--- src/verilog/harness_pkg.sv ---
//////////////////////////////////////////////////////////////////////
// Shared widths, peripheral address map, register offsets and the
// register bus, power switch and interrupt types of the harness
//////////////////////////////////////////////////////////////////////
`default_nettype none

package harness_pkg;

  // Register bus
  localparam int unsigned ADDR_W = 32;
  localparam int unsigned DATA_W = 32;
  localparam int unsigned STRB_W = DATA_W / 8;

  // External peripheral window
  localparam int unsigned EXT_NPERIPH = 2;
  localparam int unsigned SLOT_IDX_W = 1;
  localparam logic [ADDR_W-1:0] PERIPH_BASE = 32'h2000_0000;
  localparam logic [ADDR_W-1:0] PERIPH_SLOT_SIZE = 32'h0000_1000;

  typedef struct packed {
    logic [SLOT_IDX_W-1:0] idx;
    logic [ADDR_W-1:0]     start_addr;
    logic [ADDR_W-1:0]     end_addr;
  } periph_rule_t;

  // End address is exclusive
  localparam periph_rule_t PERIPH_ADDR_RULES[EXT_NPERIPH] = '{
    '{idx: 1'd0, start_addr: PERIPH_BASE, end_addr: PERIPH_BASE + PERIPH_SLOT_SIZE},
    '{idx: 1'd1, start_addr: PERIPH_BASE + PERIPH_SLOT_SIZE,
      end_addr: PERIPH_BASE + 32'd2 * PERIPH_SLOT_SIZE}
  };

  // Edge counter registers
  localparam logic [ADDR_W-1:0] CNT_COUNT_OFFSET = 32'h0;
  localparam logic [ADDR_W-1:0] CNT_THRESH_OFFSET = 32'h4;
  localparam logic [ADDR_W-1:0] CNT_STATUS_OFFSET = 32'h8;
  localparam logic [DATA_W-1:0] CNT_THRESH_RESET = 32'd2048;

  typedef struct packed {
    logic              valid;
    logic              write;
    logic [ADDR_W-1:0] addr;
    logic [DATA_W-1:0] wdata;
    logic [STRB_W-1:0] wstrb;
  } reg_req_t;

  typedef struct packed {
    logic              ready;
    logic              error;
    logic [DATA_W-1:0] rdata;
  } reg_rsp_t;

  // Power domains, all switch bits active low
  localparam int unsigned NUM_BANKS = 2;
  localparam int unsigned EXT_DOMAINS = 1;
  localparam int unsigned SWITCH_ACK_LATENCY = 15;

  typedef struct packed {
    logic                   cpu;
    logic                   periph;
    logic [NUM_BANKS-1:0]   banks;
    logic [EXT_DOMAINS-1:0] ext;
  } pwr_switch_t;

  typedef logic [EXT_NPERIPH-1:0] intr_vec_t;

endpackage

`default_nettype wire

--- src/verilog/gpio_edge_counter.sv ---
//////////////////////////////////////////////////////////////////////
// GPIO rising edge counter with a register-mapped threshold and a
// sticky threshold interrupt
//////////////////////////////////////////////////////////////////////
`timescale 1ns/10ps
`default_nettype none

module gpio_edge_counter (
  input  logic                  clk_i,
  input  logic                  rst_i,
  input  logic                  gpio_i,
  input  harness_pkg::reg_req_t reg_req_i,
  output harness_pkg::reg_rsp_t reg_rsp_o,
  output logic                  intr_o
);

  logic                           gpio_sync_q;
  logic                           gpio_prev_q;
  logic                           rise;
  logic                           wr_en;
  logic                           thresh_hit;
  logic [harness_pkg::ADDR_W-1:0] offset;
  logic [harness_pkg::DATA_W-1:0] count_q;
  logic [harness_pkg::DATA_W-1:0] count_inc;
  logic [harness_pkg::DATA_W-1:0] thresh_q;
  logic                           flag_q;

  assign offset     = reg_req_i.addr & (harness_pkg::PERIPH_SLOT_SIZE - 1);
  assign wr_en      = reg_req_i.valid & reg_req_i.write;
  assign rise       = gpio_sync_q & ~gpio_prev_q;
  assign count_inc  = count_q + 1'b1;
  assign thresh_hit = rise && (count_inc == thresh_q);

  always_ff @(posedge clk_i) begin
    if (rst_i) begin
      gpio_sync_q <= 1'b0;
      gpio_prev_q <= 1'b0;
      count_q     <= '0;
      thresh_q    <= harness_pkg::CNT_THRESH_RESET;
      flag_q      <= 1'b0;
    end else begin
      gpio_sync_q <= gpio_i;
      gpio_prev_q <= gpio_sync_q;
      if (rise) begin
        count_q <= thresh_hit ? '0 : count_inc;
      end
      if (wr_en && (offset == harness_pkg::CNT_THRESH_OFFSET)) begin
        for (int b = 0; b < harness_pkg::STRB_W; b++) begin
          if (reg_req_i.wstrb[b]) begin
            thresh_q[8*b +: 8] <= reg_req_i.wdata[8*b +: 8];
          end
        end
      end
      // Write one to clear, a new hit in the same cycle wins
      if (wr_en && (offset == harness_pkg::CNT_STATUS_OFFSET) &&
          reg_req_i.wstrb[0] && reg_req_i.wdata[0]) begin
        flag_q <= 1'b0;
      end
      if (thresh_hit) begin
        flag_q <= 1'b1;
      end
    end
  end

  always_comb begin
    reg_rsp_o.ready = reg_req_i.valid;
    reg_rsp_o.error = 1'b0;
    case (offset)
      harness_pkg::CNT_COUNT_OFFSET:  reg_rsp_o.rdata = count_q;
      harness_pkg::CNT_THRESH_OFFSET: reg_rsp_o.rdata = thresh_q;
      harness_pkg::CNT_STATUS_OFFSET: reg_rsp_o.rdata = {{(harness_pkg::DATA_W-1){1'b0}}, flag_q};
      default:                        reg_rsp_o.rdata = '0;
    endcase
  end

  assign intr_o = flag_q;

endmodule

`default_nettype wire

--- src/verilog/periph_addr_decode.sv ---
//////////////////////////////////////////////////////////////////////
// Address decoder for the external peripheral slots
//////////////////////////////////////////////////////////////////////
`timescale 1ns/10ps
`default_nettype none

module periph_addr_decode (
  input  logic [harness_pkg::ADDR_W-1:0]     addr_i,
  output logic [harness_pkg::SLOT_IDX_W-1:0] idx_o,
  output logic                               hit_o
);

  harness_pkg::periph_rule_t rule;

  // Linear search over the rule table, no default slot
  always_comb begin
    idx_o = '0;
    hit_o = 1'b0;
    rule  = '0;
    for (int i = 0; i < harness_pkg::EXT_NPERIPH; i++) begin
      rule = harness_pkg::PERIPH_ADDR_RULES[i];
      if ((addr_i >= rule.start_addr) && (addr_i < rule.end_addr)) begin
        idx_o = rule.idx;
        hit_o = 1'b1;
      end
    end
  end

endmodule

`default_nettype wire

--- src/verilog/periph_reg_demux.sv ---
//////////////////////////////////////////////////////////////////////
// Register bus demultiplexer onto the external peripheral slots,
// with an error response for unmapped addresses
//////////////////////////////////////////////////////////////////////
`timescale 1ns/10ps
`default_nettype none

module periph_reg_demux (
  input  logic                                                  clk_i,
  input  logic                                                  rst_i,
  input  harness_pkg::reg_req_t                                 req_i,
  output harness_pkg::reg_rsp_t                                 rsp_o,
  output harness_pkg::reg_req_t [harness_pkg::EXT_NPERIPH-1:0] slot_req_o,
  input  harness_pkg::reg_rsp_t [harness_pkg::EXT_NPERIPH-1:0] slot_rsp_i
);

  logic [harness_pkg::SLOT_IDX_W-1:0] sel_idx;
  logic                               sel_hit;
  logic [harness_pkg::DATA_W-1:0]     err_cnt_q;

  periph_addr_decode periph_addr_decode_i (
    .addr_i(req_i.addr),
    .idx_o (sel_idx),
    .hit_o (sel_hit)
  );

  // Only the decoded slot sees valid
  always_comb begin
    for (int i = 0; i < harness_pkg::EXT_NPERIPH; i++) begin
      slot_req_o[i]       = req_i;
      slot_req_o[i].valid = req_i.valid && sel_hit && (int'(sel_idx) == i);
    end
  end

  always_comb begin
    if (sel_hit) begin
      rsp_o = slot_rsp_i[sel_idx];
    end else begin
      // Unmapped, answer in the same cycle
      rsp_o.ready = req_i.valid;
      rsp_o.error = req_i.valid;
      rsp_o.rdata = '0;
    end
  end

  // Count of error responses
  always_ff @(posedge clk_i) begin
    if (rst_i) begin
      err_cnt_q <= '0;
    end else if (req_i.valid && !sel_hit) begin
      err_cnt_q <= err_cnt_q + 1'b1;
    end
  end

endmodule

`default_nettype wire

--- src/verilog/pwr_switch_ack_delay.sv ---
//////////////////////////////////////////////////////////////////////
// Fixed latency delay line standing in for power switch cells
//////////////////////////////////////////////////////////////////////
`timescale 1ns/10ps
`default_nettype none

module pwr_switch_ack_delay (
  input  logic                     clk_i,
  input  logic                     rst_i,
  input  harness_pkg::pwr_switch_t switch_n_i,
  output harness_pkg::pwr_switch_t ack_n_o
);

  localparam int unsigned LAT = harness_pkg::SWITCH_ACK_LATENCY;

  harness_pkg::pwr_switch_t stage_q[LAT];

  // All ones reads as every domain switched off
  always_ff @(posedge clk_i) begin
    if (rst_i) begin
      for (int i = 0; i < LAT; i++) begin
        stage_q[i] <= '1;
      end
    end else begin
      stage_q[0] <= switch_n_i;
      for (int i = 1; i < LAT; i++) begin
        stage_q[i] <= stage_q[i-1];
      end
    end
  end

  assign ack_n_o = stage_q[LAT-1];

endmodule

`default_nettype wire

--- src/verilog/testharness_top.sv ---
//////////////////////////////////////////////////////////////////////
// Harness top with register demux, edge counters, switch acknowledge
// delay and the external interrupt vector
//////////////////////////////////////////////////////////////////////
`timescale 1ns/10ps
`default_nettype none

module testharness_top (
  input  logic                                clk_i,
  input  logic                                rst_i,
  input  harness_pkg::reg_req_t               reg_req_i,
  output harness_pkg::reg_rsp_t               reg_rsp_o,
  input  logic [harness_pkg::EXT_NPERIPH-1:0] gpio_i,
  output harness_pkg::intr_vec_t              intr_o,
  input  harness_pkg::pwr_switch_t            pwr_switch_n_i,
  output harness_pkg::pwr_switch_t            pwr_switch_ack_n_o
);

  harness_pkg::reg_req_t [harness_pkg::EXT_NPERIPH-1:0] slot_req;
  harness_pkg::reg_rsp_t [harness_pkg::EXT_NPERIPH-1:0] slot_rsp;
  logic [harness_pkg::EXT_NPERIPH-1:0]                  cnt_intr;

  periph_reg_demux periph_reg_demux_i (
    .clk_i,
    .rst_i,
    .req_i     (reg_req_i),
    .rsp_o     (reg_rsp_o),
    .slot_req_o(slot_req),
    .slot_rsp_i(slot_rsp)
  );

  // One counter per slot, slot i on gpio bit i
  for (genvar i = 0; i < harness_pkg::EXT_NPERIPH; i++) begin : gen_cnt
    gpio_edge_counter gpio_edge_counter_i (
      .clk_i,
      .rst_i,
      .gpio_i   (gpio_i[i]),
      .reg_req_i(slot_req[i]),
      .reg_rsp_o(slot_rsp[i]),
      .intr_o   (cnt_intr[i])
    );
  end

  pwr_switch_ack_delay pwr_switch_ack_delay_i (
    .clk_i,
    .rst_i,
    .switch_n_i(pwr_switch_n_i),
    .ack_n_o   (pwr_switch_ack_n_o)
  );

  // Unused lines stay low
  always_comb begin
    intr_o = '0;
    for (int i = 0; i < harness_pkg::EXT_NPERIPH; i++) begin
      intr_o[i] = cnt_intr[i];
    end
  end

endmodule

`default_nettype wire
--- config.mk ---
export PLATFORM = sky130hd
export DESIGN_NAME = testharness_top
export DESIGN_NICKNAME = d
export VERILOG_FILES = /design/src/verilog/harness_pkg.sv /design/src/verilog/gpio_edge_counter.sv /design/src/verilog/periph_addr_decode.sv /design/src/verilog/periph_reg_demux.sv /design/src/verilog/pwr_switch_ack_delay.sv /design/src/verilog/testharness_top.sv
export SDC_FILE = /design/constraint.sdc
export NUM_CORES = 1
export LEC_CHECK = 0
export ABC_AREA = 1
export BUFFER_PORTS_ARGS = -buffer_cell sky130_fd_sc_hd__buf_4
export CAP_MARGIN = 5
export CORE_MARGIN = 2
export CORE_UTILIZATION = 33
export DETAILED_ROUTE_END_ITERATION = 12
export PLACE_DENSITY_LB_ADDON = 0.3
export RECOVER_POWER = 100
export SYNTH_ARGS = -nofsm -noshare
export SYNTH_HDL_FRONTEND = slang
export SYNTH_SLANG_ARGS = --single-unit
export TNS_END_PERCENT = 50
--- constraint.sdc ---
create_clock -name clk_i -period 4.8 [get_ports clk_i]
set_clock_uncertainty 0.15 [all_clocks]
set_input_delay 0.72 -clock clk_i [delete_from_list [all_inputs] [get_ports clk_i]]
set_output_delay 0.72 -clock clk_i [all_outputs]
set_load 0.01 [all_outputs]
==> impl_results.md, run 1 <==
- Measured slew at the worst slew-check pin: 2.362 ns
- Routability cong.: roughly 0.95
- Critical path's largest stage delay: roughly 0.55 ns
- Status: complete, but fails checks
- CP required: 3.93 ns
- DPL Wire Length: ~28000 um
- Post-CTS Setup Inserts: 0
- RSZ-0062 raised after global routing: false
- Startpoint Class: primary input
- Worst-Skew Late Latency: 0.52 ns
- Antenna-violating nets left: 0
- Port Buffer Count: roughly 120
- Drc violations: 0
- Sequential power share: 44.9%
- Setup tns final: 0 ns
- Switching power: 854.2 uW
- Clock buffer depth: 3
- Die Ht: 189.6 um
- Clock power share: between 50% and 60%
- Commonest non-fill, non-tap cell in the layout: nand2_1
- I/O pins: 120
- Comb power frac: under 10%
- Average wire per cell in the routed design: around 16 um
- Power per cell area: just under 300 nW/um^2
- CP arrival: 3.42 ns
- Leak Pwr: about 0.0048 uW
- Initial Utilization: 33.74%
- Maximum Capacitance Violations: 1
- Min-Delay Startpoint: pwr_switch_n_i[0]
- RR Startpoint: gen_cnt[0].gpio_edge_counter_i.count_q[0]$_SDFFE_PP0P_
- First-pass GRT wire length: between 60000 and 70000 um
- Worst-path clk slew: around 0.060 ns
- Vias per cell: between 4 and 5
- Core area: around 34000 um^2
- CP cell instances: buf_4 > nor2_1 > nand2_1 > nor2_1 > o21ai_0 > nor2_1 > nand2_1 > nand2_1 > o2111ai_2 > clkbuf_1 > a21oi_1 > clkbuf_1
- Pin count of the biggest net entering global routing: 67
- FMAX: 233.4 MHz
- H-tree depth: 1
- Switching share of power: around 22%
- CP max stage cell: o2111ai_2
- Synthesized area per cell: between 6 and 7 um^2
- Final hold violation count: 0
- Sink Count: 209
- DIE AREA: roughly 36000 um^2
- Total CTS buffers: 24
- Slew Limit Fails: 67
- Cts repair resizes: 0
- P_int: ~3000 uW
- CTS root buffer: clkbuf_16
- Post-Syn Area: about 11000 um^2
- Commonest cells after routing, fill and taps aside: nand2_1 (573), nor2_1 (231), dfxtp_1 (209), inv_1 (179), a21oi_1 (148)
- Max_slew headroom: -57.46%
- Fillers: roughly 3700
- DIE WIDTH: roughly 190 um
- Place WS: just over 0.7 ns
- Vias in the first global route: between 10000 and 15000
- Hold_buf cts: 0
- Syn Inst Count: 1807
- Fraction of layout cells with a size suffix above 1: 11.55%
- Nets: 1967
- Violated checks: capacitance limit, slew limit
- Register area share after synthesis: between 30% and 40%
- Post-synth cell types: 31
- Total gr overflow: 0
- Worst setup startpoint: reg_req_i[56]
- WS Path Type: primary input to output pin
- CP max FO: 20
- CTS tree: yes
- Worst vdd ir: roughly 0.22 mV
- Final worst-path cycle share: between 80 and 90%
- Post-synth net total: approximately 1900
- Site Rows: 67
- Area grow syn2layout: 16.85%
- Hold Crit Class: primary input to flop
- Total track usage: about a fifth
- Routed wire length: about 38000 um
- DR vias: between 10000 and 15000
- Setup violations, final: 0
- Post-Route Utilization: 39.42%
- Flop and latch count out of synthesis: roughly 210
- Power Total: between 3000 and 4000 uW
- Synth Warn #: 0
- Tmin final: between 4 and 5 ns
- Worst setup EP type: output pin
- Initial antenna violation count: 1
- DRT iter0 DRCs: around 870
- Setup WS post-layout: ~0.51 ns
- Drt first pass iters: 7
[worst paths after layout]
path	depth (start not counted)	end	slack (ns)
setup / recovery	12	reg_rsp_o[29]	0.51
hold reg to reg	1	pwr_switch_ack_delay_i.stage_q[7][1]$_SDFF_PP1_	0.25
setup reg to reg	16	gen_cnt[0].gpio_edge_counter_i.count_q[11]$_SDFFE_PP0P_	0.75
hold / removal	2	pwr_switch_ack_delay_i.stage_q[0][0]$_SDFF_PP1_	0.23
[critical path: cells and delay by family]
kind | cells | cell delay [ns]
AND/OR/NAND/NOR | 6 | 0.95
AO/OA/AOI/OAI | 3 | 0.99
buffers and inverters | 3 | 0.74
[per-stage QoR]
stage,hold slack [ns],area (um^2),std cells
after floorplan,0.2395,11370,1807
after global placement,0.2399,12590,2308
after detailed placement,0.2423,12590,2308
after CTS,0.2099,13460,2352
after global routing,0.2145,13290,2353
final,0.2285,13290,2353
[registers in the layout, summed over array words and instances, names as in the netlist]
name and cells:
pwr_switch_ack_delay_i.stage_q 75, gen_cnt.gpio_edge_counter_i.count_q 64, gen_cnt.gpio_edge_counter_i.gpio_prev_q 2, gen_cnt.gpio_edge_counter_i.gpio_sync_q 2, gen_cnt.gpio_edge_counter_i.intr_o 2, gen_cnt.gpio_edge_counter_i.thresh_q 64
[power groups by stage]
| stage | Clock [uW] | Combinational [uW] | Sequential (uW) |
|---|---|---|---|
| global route | 2120 | 157 | 1750 |
| CTS | 2050 | 146 | 1750 |
| finish | 2000 | 145 | 1750 |
| floorplan | 0 | 64.8 | 1790 |
| detailed placement | 0 | 145 | 1790 |
| global placement | 0 | 143 | 1790 |
[final cells by class]
class                      instances  area [um^2]  share of cell area, %
antenna                            1        2.502                0.01884
sequential                       209         4184                  31.49
timing repair buffer             127        790.8                  5.952
tap                              448        560.5                  4.219
clock inverter                    16        226.5                  1.705
inverter                         180        675.6                  5.086
multi-input combinational       1344         6198                  46.66
clock buffer                      28        646.9                  4.869
[Yosys cell counts (all sizes together)]
| master | number | area share (%) |
|---|---|---|
| o221ai | 2 | 0.15 |
| a21oi | 148 | 6.6 |
| nand2 | 576 | 19 |
| dfxtp | 209 | 37 |
| nor4 | 1 | 0.055 |
| a211oi | 31 | 2.0 |
| xor3 | 1 | 0.21 |
| xnor3 | 3 | 0.59 |
| xor2 | 7 | 0.54 |
| inv | 180 | 5.9 |
| nand3b | 1 | 0.066 |
| clkbuf | 66 | 2.2 |
| o2111ai | 1 | 0.077 |
| nand4 | 16 | 0.88 |
| nor3 | 2 | 0.088 |
| nor4b | 1 | 0.13 |
| o22ai | 61 | 3.4 |
| ha | 2 | 0.22 |
| nor2 | 242 | 8.6 |
| o21ai | 48 | 2.1 |
| nand3 | 126 | 5.5 |
| or2 | 75 | 4.1 |
| buf | 8 | 0.53 |
[cells by family (layout without fill, tap and decap cells)]
family,after synthesis,in the layout,share of synthesized area (%)
AOI/OAI and AO/OA,291,291,14.33
xor gates and xnor gates,11,11,1.343
adders and majority gates,2,2,0.2201
buffers and inverters,254,351,8.650
DFF,209,209,36.80
other,0,1,0
and+or+nand+nor,1040,1040,38.66
[layer usage]
layer	part of all wire [%]	GRT usage (%)
met4	5.1	10.29
met1	43	26.23
met3	4.5	2.361
met5	0	0
met2	47	35.73
No activity file was read; power rests on OpenSTA's default activity.
==> inputs of run 2 (changes only) <==
- RECOVER_POWER: 100 -> 25
==> run 2 against run 1 <==
Effect of this change: the run still ends with capacitance limit, slew limit left; cell area grew 1.2%; utilization grew 0.48 points; worst setup slack gained 0.15 ns; combinational power is essentially flat; register-to-register slack gained 0.65 ns; die area is the same; non-clock buffer count is the same; maximum frequency grew 3.5%; sequential share of layout area shrank 0.38 points; first-iteration DRC count grew 4.7%; critical endpoint is now reg_rsp_o[21]; largest cell class unchanged.
==> impl_results.md, run 2 (same netlist as run 1, synthesis figures left out) <==
- GR met2 Demand/Resource: ~36%
- Leak Pwr: slightly below 0.005 uW
- Setup tns final: 0 ns
- Final worst-path cycle share: around 86%
- Hold path cells: 2
- Power per cell area: around 290 nW/um^2
- Initial antenna violation count: 1
- Post-CTS Setup Inserts: 0
- Routability cong.: 0.9450
- Pin count of the biggest net entering global routing: 67
- Hold Path Sink: pwr_switch_ack_delay_i.stage_q[0][0]$_SDFF_PP1_
- Total CTS buffers: 24
- Worst setup EP type: output pin
- Worst reg2reg setup slack: 1.40 ns
- CTS tree: yes
- Sink Count: 209
- Largest registers: pwr_switch_ack_delay_i.stage_q x75, gen_cnt.gpio_edge_counter_i.count_q x64, gen_cnt.gpio_edge_counter_i.thresh_q x64
- Final hold violation count: 0
- Max reg flops: 75
- Cts repair resizes: 0
- Hold_buf cts: 0
- Port Buffer Count: between 100 and 150
- Nets: 1967
- DIE AREA: between 30000 and 40000 um^2
- Die Ht: about 190 um
- Vias per cell: ~4.9
- Total gr overflow: 0
- Cell count after placement: about 2300
- Tmin final: slightly above 4 ns
- Fillers: approximately 3600
- Maximum Capacitance Violations: 1
- Busiest grt layer: met2
- Site Rows: 67
- Average wire per cell in the routed design: 16.08 um
- Commonest cells after routing, fill and taps aside: nand2_1 (570), nor2_1 (230), dfxtp_1 (209), inv_1 (179), a21oi_1 (146)
- CP max FO: 20
- DR vias: roughly 12000
- Worst-Skew Late Latency: around 0.52 ns
- Post-Route Utilization: around two fifths
- Largest Register: pwr_switch_ack_delay_i.stage_q
- Measured slew at the worst slew-check pin: approximately 2.4 ns
- Total track usage: between 20% and 30%
- Min-Delay Startpoint: pwr_switch_n_i[0]
- FF-to-FF path depth: 16
- First-pass GRT wire length: about 60000 um
- Met3 Resource Use GR: between 2 and 2.5%
- DRT iter0 DRCs: 906
- Footprint of the multi-input gates: between 6000 and 7000 um^2
- DIE WIDTH: about 190 um
- CP arrival: approximately 3.3 ns
- Met1 GRT Util: a little over a quarter
- Commonest non-fill, non-tap cell in the layout: nand2_1
- Worst reg2reg endpoint: gen_cnt[0].gpio_edge_counter_i.count_q[11]$_SDFFE_PP0P_
- Hold Crit Class: primary input to flop
- Startpoint Class: primary input
- Setup violations, final: 0
- Power Total: approximately 3900 uW
- RR Startpoint: gen_cnt[0].gpio_edge_counter_i.count_q[0]$_SDFFE_PP0P_
- I/O pins: 120
- WS Path Type: primary input to output pin
- Clock buffer depth: 3
- Vias in the first global route: around 11000
- Slew Limit Fails: between 60 and 70
- Initial Utilization: 33.74%
- Max_slew headroom: -57.32%
- Post-route insts no fill: 2353
- Area grow syn2layout: 18.26%
- CTS root buffer: clkbuf_16
- RSZ-0062 raised after global routing: false
- Status: complete, but fails checks
- Worst-path clk slew: ~0.060 ns
- H-tree depth: 1
- Antenna-violating nets left: 0
- FMAX: 241.6 MHz
- Worst vdd ir: around 0.22 mV
- DPL Wire Length: around 28000 um
- CP required: about 3.9 ns
- FF+latch area: between 4000 and 5000 um^2
- Core area: around 34000 um^2
- Fraction of layout cells with a size suffix above 1: 13.87%
- Routed wire length: around 38000 um
- Violated checks: capacitance limit, slew limit
- Drt first pass iters: 7
- Drc violations: 0
[run 2: cell count changes in the layout (fill, tap and decap cells not counted)]
cell,previous run,this run
buf_4,83,121
clkbuf_1,44,6
nand2_1,573,570
nand2_2,2,5
a21oi_1,148,146
a21oi_2,0,2
nor2_1,231,230
nor2_2,5,6
[run 2: report_power, final]
group	internal [uW]	leakage (uW)	total, uW	switching (uW)
logic	58.2	0.00283	145	87.0
clock network	1240	0.000417	2000	762
registers	1740	0.00169	1750	4.63
total	3040	0.00494	3900	854
[run 2: through the flow]
stage                     worst slack [ns]  instance area, um^2  hold WS, ns
after global routing                0.5081                13450       0.2145
after floorplan                      1.863                11370       0.2395
after global placement              0.8940                12590       0.2399
after CTS                           0.7220                13460       0.2099
after detailed placement            0.7243                12590       0.2423
final                               0.6617                13450       0.2300
[run 2: how the worst max path moves through the flow]
stage / slack, ns / start / to / depth (start not counted)
after global placement: 0.89 / reg_req_i[56] / reg_rsp_o[21] / 12
after detailed placement: 0.72 / reg_req_i[56] / reg_rsp_o[23] / 12
final: 0.66 / reg_req_i[56] / reg_rsp_o[21] / 12
after global routing: 0.51 / reg_req_i[58] / reg_rsp_o[23] / 12
after CTS: 0.72 / reg_req_i[56] / reg_rsp_o[23] / 12
after floorplan: 1.86 / reg_req_i[67] / reg_rsp_o[10] / 10
[run 2: final cells by class]
cell class                 instances  area share [%]
antenna                            1         0.01861
clock buffer                      28           4.811
clock inverter                    16           1.684
inverter                         180           5.025
multi-input combinational       1344           46.23
sequential                       209           31.12
tap                              448           4.169
timing repair buffer             127           6.942
[run 2: worst max-delay path, stage by stage]
cell	delay [ns]
buf_4	0.11
nor2_1	0.10
nand2_1	0.06
nor2_1	0.22
o21ai_0	0.19
nor2_1	0.12
nand2_1	0.24
nand2_1	0.20
o2111ai_2	0.55
buf_4	0.43
a21oi_1	0.17
buf_4	0.15
[run 2: routing by layer]
metal  routed length [um]  up-vias  share of wire (%)
met5                    0        -                  0
met4                 1999        0                5.3
met3                 1592      101                4.2
met2                17950      317                 47
met1                16310     5261                 43
li1                     -     5959                  -
